**src/hdl/xbar_defs.svh**
```systemverilog
`ifndef XBAR_DEFS_SVH
`define XBAR_DEFS_SVH

// bus widths
`define XBAR_ADDR_W 32
`define XBAR_DATA_W 32

// uart register is a single word
`define XBAR_UART_BASE 32'ha000_03f8

// clint occupies this word and the next one
`define XBAR_CLINT_BASE 32'ha000_0048

`endif

```
**src/hdl/xbar_pkg.sv**
```systemverilog
`include "xbar_defs.svh"

package xbar_pkg;

    // master to slave
    typedef struct packed {
        logic [`XBAR_ADDR_W-1:0]   awaddr;
        logic                      awvalid;
        logic [`XBAR_DATA_W-1:0]   wdata;
        logic [`XBAR_DATA_W/8-1:0] wstrb;
        logic                      wvalid;
        logic                      bready;
        logic [`XBAR_ADDR_W-1:0]   araddr;
        logic                      arvalid;
        logic                      rready;
    } axi_lite_req_t;

    // slave to master
    typedef struct packed {
        logic                    awready;
        logic                    wready;
        logic                    bvalid;
        logic [1:0]              bresp;
        logic                    arready;
        logic                    rvalid;
        logic [`XBAR_DATA_W-1:0] rdata;
        logic [1:0]              rresp;
    } axi_lite_rsp_t;

    typedef enum logic [2:0] {
        st_idle        = 3'd0,
        st_addr_decode = 3'd1,
        st_xfer_rd     = 3'd2,
        st_xfer_wr     = 3'd3,
        st_resp_rd     = 3'd4,
        st_resp_wr     = 3'd5
    } xbar_state_e;

    // bit k selects slave port k
    typedef enum logic [2:0] {
        tgt_none  = 3'b000, // only seen after reset
        tgt_sram  = 3'b001,
        tgt_uart  = 3'b010,
        tgt_clint = 3'b100
    } xbar_target_e;

endpackage

```
**src/hdl/xbar_addr_decode.sv**
```systemverilog
`timescale 1ns/1ps
`include "xbar_defs.svh"

module xbar_addr_decode (
    input  logic                    clk,
    input  logic                    rst,
    input  logic [`XBAR_ADDR_W-1:0] araddr,
    input  logic [`XBAR_ADDR_W-1:0] awaddr,
    input  logic                    rd_sel,
    input  logic                    decode_load,
    output xbar_pkg::xbar_target_e  target
);
    import xbar_pkg::*;

    logic [`XBAR_ADDR_W-1:0] sel_addr;
    xbar_target_e            target_d;

    assign sel_addr = rd_sel ? araddr : awaddr;

    // anything but an exact match falls to sram
    always_comb begin
        case (sel_addr)
            `XBAR_UART_BASE:      target_d = tgt_uart;
            `XBAR_CLINT_BASE,
            `XBAR_CLINT_BASE + 4: target_d = tgt_clint;
            default:              target_d = tgt_sram;
        endcase
    end

    // held until the next transaction loads
    always_ff @(posedge clk or posedge rst) begin
        if (rst) begin
            target <= tgt_none;
        end else if (decode_load) begin
            target <= target_d;
        end
    end

    // the slave chosen on the load edge is a real port
    a_target_onehot: assert property (
        @(posedge clk) disable iff (rst)
        decode_load |=> $onehot(target)
    ) else $error("xbar_addr_decode: target not one-hot after load");

endmodule

```
**src/hdl/xbar_route.sv**
```systemverilog
`timescale 1ns/1ps

module xbar_route (
    input  xbar_pkg::xbar_state_e   state,
    input  xbar_pkg::xbar_target_e  target,
    input  xbar_pkg::axi_lite_req_t mst_req,
    output xbar_pkg::axi_lite_rsp_t mst_rsp,
    output xbar_pkg::axi_lite_req_t slv_req [3],
    input  xbar_pkg::axi_lite_rsp_t slv_rsp [3],
    output logic                    rsp_done
);
    import xbar_pkg::*;

    logic [2:0] tgt_bits;
    logic       fwd_rd;    // read address channel open
    logic       fwd_wr;    // write address and data open
    logic [2:0] slv_valid;

    assign tgt_bits = target;

    // in decode the read is preferred as in the fsm
    assign fwd_rd = (state == st_xfer_rd) ||
                    ((state == st_addr_decode) && mst_req.arvalid);
    assign fwd_wr = (state == st_xfer_wr) ||
                    ((state == st_addr_decode) && !mst_req.arvalid);

    always_comb begin
        mst_rsp = '0;
        for (int k = 0; k < 3; k++) begin
            slv_req[k]         = mst_req; // addr and data broadcast
            slv_req[k].arvalid = 1'b0;
            slv_req[k].awvalid = 1'b0;
            slv_req[k].wvalid  = 1'b0;
            slv_req[k].rready  = 1'b0;
            slv_req[k].bready  = 1'b0;
            if (tgt_bits[k]) begin
                if (fwd_rd) begin
                    slv_req[k].arvalid = mst_req.arvalid;
                    mst_rsp.arready    = slv_rsp[k].arready;
                end
                if (fwd_wr) begin
                    slv_req[k].awvalid = mst_req.awvalid;
                    slv_req[k].wvalid  = mst_req.wvalid;
                    mst_rsp.awready    = slv_rsp[k].awready;
                    mst_rsp.wready     = slv_rsp[k].wready;
                end
                if (state == st_xfer_rd) begin
                    slv_req[k].rready = mst_req.rready;
                    mst_rsp.rvalid    = slv_rsp[k].rvalid;
                    mst_rsp.rdata     = slv_rsp[k].rdata;
                    mst_rsp.rresp     = slv_rsp[k].rresp;
                end
                if (state == st_xfer_wr) begin
                    slv_req[k].bready = mst_req.bready;
                    mst_rsp.bvalid    = slv_rsp[k].bvalid;
                    mst_rsp.bresp     = slv_rsp[k].bresp;
                end
            end
        end
    end

    // response handshake seen on the master side
    assign rsp_done = ((state == st_xfer_rd) && mst_rsp.rvalid && mst_req.rready) ||
                      ((state == st_xfer_wr) && mst_rsp.bvalid && mst_req.bready);

    always_comb begin
        for (int k = 0; k < 3; k++) begin
            slv_valid[k] = slv_req[k].arvalid | slv_req[k].awvalid | slv_req[k].wvalid;
        end
        // payload goes everywhere, but only one slave is addressed
        a_one_slave: assert final ($onehot0(slv_valid))
            else $error("xbar_route: valid raised on more than one slave");
    end

endmodule

```
**src/hdl/xbar_top.sv**
```systemverilog
`timescale 1ns/1ps

module xbar_top (
    input  logic                    clk,
    input  logic                    rst,
    input  xbar_pkg::axi_lite_req_t mst_req,
    output xbar_pkg::axi_lite_rsp_t mst_rsp,
    output xbar_pkg::axi_lite_req_t slv_req [3],
    input  xbar_pkg::axi_lite_rsp_t slv_rsp [3]
);
    import xbar_pkg::*;

    xbar_state_e  state;
    xbar_target_e target;
    logic         decode_load;
    logic         rd_sel;
    logic         rsp_done;

    xbar_txn_fsm u_fsm (
        .clk         (clk),
        .rst         (rst),
        .mst_arvalid (mst_req.arvalid),
        .mst_awvalid (mst_req.awvalid),
        .rsp_done    (rsp_done),
        .state       (state),
        .decode_load (decode_load),
        .rd_sel      (rd_sel)
    );

    xbar_addr_decode u_decode (
        .clk         (clk),
        .rst         (rst),
        .araddr      (mst_req.araddr),
        .awaddr      (mst_req.awaddr),
        .rd_sel      (rd_sel),
        .decode_load (decode_load),
        .target      (target)
    );

    // slave 0 sram, 1 uart, 2 clint
    xbar_route u_route (
        .state    (state),
        .target   (target),
        .mst_req  (mst_req),
        .mst_rsp  (mst_rsp),
        .slv_req  (slv_req),
        .slv_rsp  (slv_rsp),
        .rsp_done (rsp_done)
    );

endmodule

```
**src/hdl/xbar_txn_fsm.sv**
```systemverilog
`timescale 1ns/1ps

module xbar_txn_fsm (
    input  logic                  clk,
    input  logic                  rst,
    input  logic                  mst_arvalid,
    input  logic                  mst_awvalid,
    input  logic                  rsp_done,
    output xbar_pkg::xbar_state_e state,
    output logic                  decode_load,
    output logic                  rd_sel
);
    import xbar_pkg::*;

    xbar_state_e next_state;
    logic        rd_q; // read chosen for this transaction

    assign decode_load = (state == st_idle) && (mst_arvalid || mst_awvalid);

    // follows arvalid in idle so the decoder has it on the load edge
    assign rd_sel = (state == st_idle) ? mst_arvalid : rd_q;

    always_ff @(posedge clk or posedge rst) begin
        if (rst) begin
            state <= st_idle;
            rd_q  <= 1'b0;
        end else begin
            state <= next_state;
            if (decode_load) begin
                rd_q <= mst_arvalid; // read wins when both are up
            end
        end
    end

    always_comb begin
        next_state = state;
        case (state)
            st_idle: begin
                if (decode_load) begin
                    next_state = st_addr_decode;
                end
            end
            st_addr_decode: begin
                next_state = rd_q ? st_xfer_rd : st_xfer_wr;
            end
            st_xfer_rd: begin
                if (rsp_done) begin
                    next_state = st_resp_rd;
                end
            end
            st_xfer_wr: begin
                if (rsp_done) begin
                    next_state = st_resp_wr;
                end
            end
            st_resp_rd, st_resp_wr: begin
                next_state = st_idle; // one quiet cycle
            end
            default: begin
                next_state = st_idle;
            end
        endcase
    end

    // no transfer is dropped straight back to idle
    a_rd_exit: assert property (
        @(posedge clk) disable iff (rst)
        (state == st_xfer_rd) |=> (state inside {st_xfer_rd, st_resp_rd})
    ) else $error("xbar_txn_fsm: read transfer left without resp_rd");

    a_wr_exit: assert property (
        @(posedge clk) disable iff (rst)
        (state == st_xfer_wr) |=> (state inside {st_xfer_wr, st_resp_wr})
    ) else $error("xbar_txn_fsm: write transfer left without resp_wr");

endmodule

```
**config.mk**
```make
export PLATFORM = sky130hd
export DESIGN_NAME = xbar_top
export DESIGN_NICKNAME = d
export VERILOG_FILES = /design/src/hdl/xbar_pkg.sv /design/src/hdl/xbar_addr_decode.sv /design/src/hdl/xbar_route.sv /design/src/hdl/xbar_top.sv /design/src/hdl/xbar_txn_fsm.sv
export VERILOG_INCLUDE_DIRS = /design/src /design/src/hdl
export SDC_FILE = /design/constraint.sdc
export NUM_CORES = 1
export LEC_CHECK = 0
export ABC_AREA = 1
export BUFFER_PORTS_ARGS = -buffer_cell sky130_fd_sc_hd__buf_2
export CORE_AREA = 8 8 224 226
export DETAILED_ROUTE_END_ITERATION = 16
export DIE_AREA = 0 0 232 234
export HOLD_SLACK_MARGIN = 0.12
export PLACE_DENSITY_LB_ADDON = 0.1
export SLEW_MARGIN = 20
export SYNTH_ARGS = -nofsm -noshare
export SYNTH_HDL_FRONTEND = slang
export SYNTH_HIERARCHICAL = 1
export SYNTH_SLANG_ARGS = --single-unit
```
**constraint.sdc**
```tcl
create_clock -name clk -period 3.5 [get_ports clk]
set_input_delay 0.175 -clock clk [delete_from_list [all_inputs] [get_ports clk]]
set_output_delay 0.175 -clock clk [all_outputs]
set_load 0.005 [all_outputs]
```
After elaboration in Yosys (flattened, before gate mapping):

Cells that the tools add are included.

* flip-flop bits (word level): 7
* output and inout port bits: 356
* bits of input ports: 230
* word-level logic and storage cells: 64

* equal/unequal tests: 9
* reduce and logical (&&, ||, !) cells: 15
* mux-type cells: 37

Operator list (count)
* two-way mux 41 bit: 3
* two-way mux 35 bit: 3
* equality test 32 bit, second input constant: 3
* two-way mux 32 bit: 1
* two-way mux 2 bit: 9
* two-way mux 3 bit: 6
* two-way mux 1 bit: 13
* case mux 3 bit (4 select lines): 1
* logical AND 1 bit: 7
* equality test 3 x 2 -> 1 bit, second input constant: 2
* inequality test 2 bit, second input constant: 3
* case mux 3 bit (2 select lines): 1
* logical OR 1 bit: 4
* equality test 3 x 1 -> 1 bit, second input constant: 1
* zero test 3 bit: 1
* AND reduction 3 bit: 1
* OR reduction 2 bit: 1
* zero test 1 bit: 1

Longest topological paths before layout:

Gate-level depths: netlist of the first run.

* depth in word-level cells: 14
* depth in mapped cells: 16
* depth with buffers taken out: 14

Modules after synthesis:

The synthesis of the first run kept the hierarchy.

By module, submodules not included
* xbar_route: area each 3529.6 um2, seq. area each 0.0 um2, cells an instance 565, instances 1
* xbar_addr_decode: area each 740.7 um2, seq. area each 75.1 um2, cells an instance 154, instances 1
* xbar_txn_fsm: area each 234.0 um2, seq. area each 100.1 um2, cells an instance 31, instances 1

Worst setup path before layout of the first run:

Ideal clock, no wire load.

* kind: reg2reg
* from: reg u_fsm.state[1]
* to: reg u_decode.target[0]
* required time: 3.379 ns
* data arrival time: 1.652 ns
* setup slack: 1.727 ns
* library setup time: 0.121 ns
* cell stages (with the launch flop): 17
* buffers on the path: 2
* period minus slack after synthesis: 1.773 ns
* cells stage by stage: dfrtp_1 -> nor2_4 -> nand2_2 -> inv_2 -> nand2_2 -> o21ai_2 -> buf_6 -> inv_6 -> buf_6 -> nor3_1 -> nand2_1 -> nand2_1 -> nand2_1 -> nor2_1 -> nand2_1 -> nor2_1 -> a21oi_1

* word-level cells in the longest chain between the ends: 6
* elaborated cells between the ends (all ways): 9
* those cells by class: 3 x eq/ne; 3 x mux; 3 x reduce/logical

RTL lines
* from (decl): line xbar_txn_fsm.sv:9 `output xbar_pkg::xbar_state_e state,`
* from (signal assigned): line xbar_txn_fsm.sv:25 `state <= st_idle;`
* from (signal assigned): line xbar_txn_fsm.sv:28 `state <= next_state;`
* zero test 3 bit *: line xbar_txn_fsm.sv:21 `assign rd_sel = (state == st_idle) ? mst_arvalid : rd_q;`
* two-way mux 1 bit *: line xbar_txn_fsm.sv:21
* via rd_sel: line xbar_top.sv:16 `logic rd_sel;`
* two-way mux 32 bit *: line xbar_addr_decode.sv:18 `assign sel_addr = rd_sel ? araddr : awaddr;`
* equality test 32 bit: line xbar_addr_decode.sv:22 `case (sel_addr)`
* OR reduction 2 bit: line xbar_addr_decode.sv:22
* case mux 3 bit (2 select lines) *: line xbar_addr_decode.sv:22
* to (signal assigned): line xbar_addr_decode.sv:33 `target <= tgt_none;`
* to (signal assigned): line xbar_addr_decode.sv:35 `target <= target_d;`
* to (decl): line xbar_addr_decode.sv:11 `output xbar_pkg::xbar_target_e target`

Mark *: on every way through the listed nets, which the timed path passes. The rest lies on a longest branch.
A chain may end at the register's enable or synchronous reset.

Worst setup path after layout of the first run:

Same ends and word-level chain as after synthesis.

==> summary.txt, run 1 <==
Run status
  – Run status: finished clean

Layout
  – Most common library cell in the layout ignoring fill and taps: buf_2
  – Number of standard cells in the final layout excluding fillers: 1494
  – Antenna diode instance count: 0
  – Top library cells by usage in the layout, fill and taps aside: 441 x buf_2, 150 x nand2_1, 68 x nor2_1, 65 x inv_1, 44 x a21oi_1
  – Design Area, Final: 5200 µm²
  – Reg area: 175 µm²
  – Multi-input combinational cell area: 1630 µm²
  – Area delta synth->final: 15.4%
  – Fill cell count: 5617
  – # nets final: 1110
  – Utilization of the core after routing: 0.111
  – Share of post-route cells with drive strength above 1: 0.531

Setup path
  – CP Data Arrival Time: 2520 ps
  – Max stage delay cell, worst path: o21ai_2
  – Cell breakdown of the critical path: nor2_4 > nand2_2 > inv_2 > o21ai_2 > inv_6 > nor2_1 > nand3b_1 > nand2_1 > nand2_1 > nor2_1 > nand2_1 > nor2_1 > a21oi_1
  – Worst setup startpoint: u_fsm/state[1]
  – Maximum cell stage delay along the critical path: 690 ps
  – Critical Path End Type: flip-flop
  – Critical path data required time: 3610 ps
  – Reg2reg start: u_fsm/state[1]
  – WS Path Type: reg2reg
  – Startpoint type of the worst setup path: flip-flop
  – Worst-path maximum fanout: 17

Drt
  – Detail Route Antenna Nets: 0
  – Starting DRT DRC Count: 177
  – Detailed-route wire length per cell: 17.6 µm
  – Detailed-route via count: 4868
  – DR vias/cell: 3.26
  – Drt first pass iters: 4
  – Total length of routed wires: 26300 µm
  – Drt drc: 0

Floorplan
  – Count of pins on the block boundary: 586
  – Floorplan Core Area: 46800 µm²
  – Total Die Area: 54300 µm²
  – Effective utilization at floorplan: 0.0962
  – Die Y: 234 µm
  – Number of rows in the core area: 80
  – Die Width: 232 µm

Timing
  – Count of endpoints failing setup in the final report: 0
  – Min Tclk post-route: 2410 ps
  – Post-route fraction of the period consumed by the critical path: 0.688
  – RSZ-0062 raised after global routing: false
  – Transition time at the pin with the least slew margin: 900 ps
  – Fin Setup TNS: 0 ps
  – Clock skew after layout: 0.183 ps
  – Top achievable clock speed: 415 MHz
  – Hold Vio Cnt, Final: 0
  – Final number of max-transition violations: 0
  – Max-slew headroom: 0.400

Global routing
  – Global-route wire length before repair: 36400 µm
  – Initial antenna violation count: 8
  – Total congestion overflow after global routing: 0
  – Maximum number of pins on one net before global-route repair: 41
  – Global-route usage over all layers: 0.0895
  – Number of global-route vias before repair: 5544

Placement
  – Post-Place Cells: 1489
  – Routability cong.: 0.718
  – Hpwl dp: 23500 µm
  – Port Buffers: 441
  – Instance area after placement: 5110 µm²

Yosys
  – Asr flop ratio synth: 1.00
  – Number of warning messages in the yosys log: 6
  – Library cells used by synthesis: 29
  – Flip-flop cell with the highest count after synthesis: dfrtp_1
  – Summed instance area of the synthesized netlist: 4500 µm²
  – Synthesized net count: 980
  – Post-synth EDFFs: 0
  – Gate count after technology mapping: 750
  – Sequential-to-total area share from yosys stat: 0.0389
  – Seq cells post-synth: 7
  – Post-synthesis area per instance: 6.01 µm²

Hold path
  – Launch point of the worst hold path: mst_req[1]
  – Worst min path class: in2reg

CTS
  – TritonCTS clock tree: yes
  – H-tree Lvls: 1
  – Clock latency at the later pin of the worst-skew pair: 230 ps
  – PostCTS Resize Cnt: 0
  – Library cell used as clock root buffer: clkbuf_16
  – TritonCTS Buffers: 3
  – Reg clk slew, reported paths: 40 ps
  – Maximum buffer depth of the clock tree: 2
  – Total clock sinks: 7

Power and ir drop
  – Worst IR Drop VDD: 0.158 mV
  – Leakage component of the power: 3.20 nW
  – P per Cell Area: 407 nW/µm²
  – Post-layout power: 0.00212 W

Flow run
  – Max-cap viol count: 0
synthesized netlist by cell type (3+ instances only):
library cell | number | share of area
a21oi_1 | 44 | 0.049
buf_2 | 11 | 0.012
buf_4 | 306 | 0.51
buf_6 | 3 | 0.0075
dfrtp_1 | 7 | 0.039
inv_1 | 65 | 0.054
inv_2 | 5 | 0.0042
nand2_1 | 150 | 0.13
nand2_2 | 5 | 0.0069
nand3_1 | 7 | 0.0078
nand3b_1 | 7 | 0.012
nand4_1 | 6 | 0.0083
nor2_1 | 68 | 0.057
nor3_1 | 7 | 0.0078
o211ai_1 | 36 | 0.060
o21ai_0 | 5 | 0.0056
logic make-up (layout without fill, tap and decap cells):
kind of cell	after synthesis	count (layout)	share of synthesized area
AO/OA/AOI/OAI	92	92	0.126
buffers and inverters	395	524	0.598
flip-flops	7	7	0.0389
AND/OR/NAND/NOR	256	256	0.237
layer usage:
| layer | routed length, µm | GRT usage | vias to the layer above |
|---|---|---|---|
| met1 | 10400 | 0.0972 | 2151 |
| met4 | 534 | 0.0212 | 0 |
| met5 | 0 | 0 | - |
| li1 | - | - | 2278 |
| met3 | 2610 | 0.0289 | 27 |
| met2 | 12700 | 0.166 | 412 |
what timing repair did:
| item | in CTS | in global routing |
|---|---|---|
| buffers inserted | 0 | 0 |
| endpoints found under the setup margin | 0 | 0 |
| hold endpoints to repair | 7 | 0 |
| hold buffers | 1 | 0 |
cell type report:
type,instances,share of cell area
clock buffers,4,0.0152
inverters,71,0.0522
multi-input cells,348,0.314
flip-flops and latches,7,0.0337
well taps,615,0.148
repair buffers,449,0.437
power by group:
part | switching, W | internal (W) | leakage, nW | total [W]
logic | 0.00112 | 0.000617 | 3.08 | 0.00174
clock network | 0.0000444 | 0.000152 | 0.0382 | 0.000196
registers | 0.0000630 | 0.000116 | 0.0865 | 0.000179
total | 0.00123 | 0.000885 | 3.20 | 0.00212
final timing paths:
kind	to	slack [ps]	depth (start not counted)
hold / removal	u_fsm/rd_q	280	3
setup reg to reg	u_decode/target[0]	1090	13
max in group asynchronous	u_fsm/rd_q	2870	3
min in group asynchronous	u_decode/target[1]	430	3
hold reg to reg	u_fsm/rd_q	570	2
setup / recovery	u_decode/target[0]	1090	13
per-stage QoR:
step | hold slack (ps) | setup WS, ps
CTS | 293 | 905
floorplan | -71.4 | 1730
detailed placement | 92.1 | 947
global route | 291 | 626
finish | 277 | 1090
global placement | 90.2 | 977
sequential cells by signal, summed over array words and instances, names as in the netlist:
register	count
u_fsm/rd_q	1
u_decode/target	3
u_fsm/state	3
worst max-delay path: cells and delay by family, from the launching register on:
kind,cells,cell delay (ps)
simple gates,9,830
flops,1,520
compound gates,2,740
buf+inv,2,200
Note: power is estimated with default switching activity, not from simulation.
==> run 2, diff against run 1 <==
Clock period 3.5 ns to 1.9 ns, I/O delays scaled along.
==> summary.txt, run 2 (synthesis gave the netlist of run 1 again) <==
Setup path
  – Max stage delay cell, worst path: dfrtp_1
  – CP Data Arrival Time: 1950 ps
  – Worst-path maximum fanout: 6
  – Number of buffer and inverter stages on the critical path: 3
  – Cell breakdown of the critical path: nor2_4 > nand2_2 > inv_2 > o21ai_4 > buf_12 > buf_4 > nor2_1 > nand3b_1 > nand2_1 > nand2_1 > nor2_2 > nand2_2 > nor2_1 > a21oi_1
  – Critical path data required time: 2010 ps
  – Maximum cell stage delay along the critical path: 390 ps
  – Worst reg2reg path depth: 14
  – Startpoint type of the worst setup path: flip-flop
  – Critical Path End Type: flip-flop
  – Worst path depth: 14
  – WS Path Type: reg2reg
  – Cell class contributing the biggest share of worst-path delay: simple AND/OR/NAND/NOR gates

Power and ir drop
  – Post-layout power: 0.00455 W
  – Switching part of the total power: 0.534
  – Clock power frac: 0.079
  – P per Cell Area: 830 nW/µm²
  – Worst IR Drop VDD: 0.341 mV
  – Power spent charging and discharging nets: 0.00243 W
  – Internal Dissipation: 0.00212 W
  – Reg power frac: 0.056
  – Leakage component of the power: 3.34 nW
  – Part of the power in combinational logic: 0.865

Timing
  – Hold Vio Cnt, Final: 0
  – Count of endpoints failing setup in the final report: 0
  – Final number of max-transition violations: 0
  – Transition time at the pin with the least slew margin: 329 ps
  – Top achievable clock speed: 544 MHz
  – Min Tclk post-route: 1840 ps
  – RSZ-0062 raised after global routing: true
  – Max-slew headroom: 0.781
  – Post-route fraction of the period consumed by the critical path: 0.967
  – Fin Setup TNS: 0 ps
  – Clock skew after layout: 2.64 ps

Layout
  – Top library cells by usage in the layout, fill and taps aside: 441 x buf_2, 148 x nand2_1, 65 x inv_1, 63 x nor2_1, 44 x a21oi_1
  – Largest registers ranked by flip-flop count: u_decode/target (3), u_fsm/state (3), u_fsm/rd_q (1)
  – Utilization of the core after routing: 0.117
  – Most common library cell in the layout ignoring fill and taps: buf_2
  – Share of post-route cells with drive strength above 1: 0.553
  – # nets final: 1128
  – Area delta synth->final: 21.5%

Drt
  – Drt drc: 0
  – Starting DRT DRC Count: 184
  – Total length of routed wires: 26400 µm
  – Detailed-route wire length per cell: 17.5 µm
  – Detailed-route via count: 4938
  – DR vias/cell: 3.26
  – Drt first pass iters: 6
  – Detail Route Antenna Nets: 0

Global routing
  – Global-route usage over all layers: 0.0903
  – Initial antenna violation count: 7
  – Maximum number of pins on one net before global-route repair: 41
  – Global-route wire length before repair: 36500 µm
  – Number of global-route vias before repair: 5571
  – Total congestion overflow after global routing: 0

Floorplan
  – Effective utilization at floorplan: 0.0962
  – Total Die Area: 54300 µm²
  – Die Y: 234 µm
  – Floorplan Core Area: 46800 µm²
  – Number of rows in the core area: 80
  – Count of pins on the block boundary: 586
  – Die Width: 232 µm

CTS
  – Clock latency at the later pin of the worst-skew pair: 230 ps
  – Maximum buffer depth of the clock tree: 2
  – Library cell used as clock root buffer: clkbuf_16
  – Reg clk slew, reported paths: 40 ps
  – H-tree Lvls: 1
  – TritonCTS clock tree: yes
  – TritonCTS Buffers: 3
  – Total clock sinks: 7

Hold path
  – Depth of the worst hold-timing path: 0
  – Worst min path class: in2out

Placement
  – Hpwl dp: 23500 µm
  – Port Buffers: 441
  – Routability cong.: 0.742

Flow run
  – Max-cap viol count: 0

Run status
  – Run status: finished clean
run 2: cell count changes in the layout (fill, tap and decap cells not counted), sizes merged:
cell    previous run  this run
diode              0         2
bufbuf             0         1
buf              448       465
run 2: what timing repair did:
item	CTS	global route
hold buffers	1	0
pin swaps	3	8
setup endpoints to repair	3	11
buffers inserted	3	1
resized for setup	4	12
endpoints found under the hold margin	7	0
cloned	1	0
run 2: worst paths after layout:
| check | start | end | slack, ps |
|---|---|---|---|
| hold / removal | mst_req[64] | slv_req[169] | 190 |
| setup reg to reg | u_fsm/state[2] | u_decode/target[0] | 60 |
| setup / recovery | u_fsm/state[2] | u_decode/target[0] | 60 |
| min in group asynchronous | rst | u_decode/target[1] | 340 |
| max in group asynchronous | rst | u_fsm/state[0] | 1390 |
| hold reg to reg | u_fsm/rd_q | u_fsm/rd_q | 590 |
run 2: per-stage QoR:
step                area (µm²)  std cells  hold slack, ps  worst slack, ps
detailed placement        5260       1502            49.1            -60.8
global placement          5260       1502            51.8            -76.5
CTS                       5420       1511             190            0.897
global route              5470       1512             190             -116
finish                    5470       1514             190             62.6
floorplan                 4500        750            -151              127
run 2: metal layers:
layer	GRT usage	up-vias	wire length, µm
met3	0.0232	27	2270
met4	0.0199	0	495
met2	0.164	428	12600
li1	-	2324	-
met1	0.105	2159	11000
met5	0	-	0
run 2: power groups by stage:
stage | Clock (W) | Combinational [W] | Sequential, W
3_5_place_dp | 0 | 0.00375 | 0.000258
5_1_grt | 0.000374 | 0.00441 | 0.000262
6_report | 0.000359 | 0.00393 | 0.000253
2_1_floorplan | 0 | 0.00250 | 0.000284
3_3_place_gp | 0 | 0.00377 | 0.000260
4_1_cts | 0.000364 | 0.00400 | 0.000256
run 2: area by class of cell:
cell class,count,area (µm²)
multi-input cells,348,1680
clock buffers,4,78.8
repair buffers,467,2490
diodes,2,5.00
inverters,71,274
well taps,615,769
flip-flops and latches,7,175
fillers,5574,41400
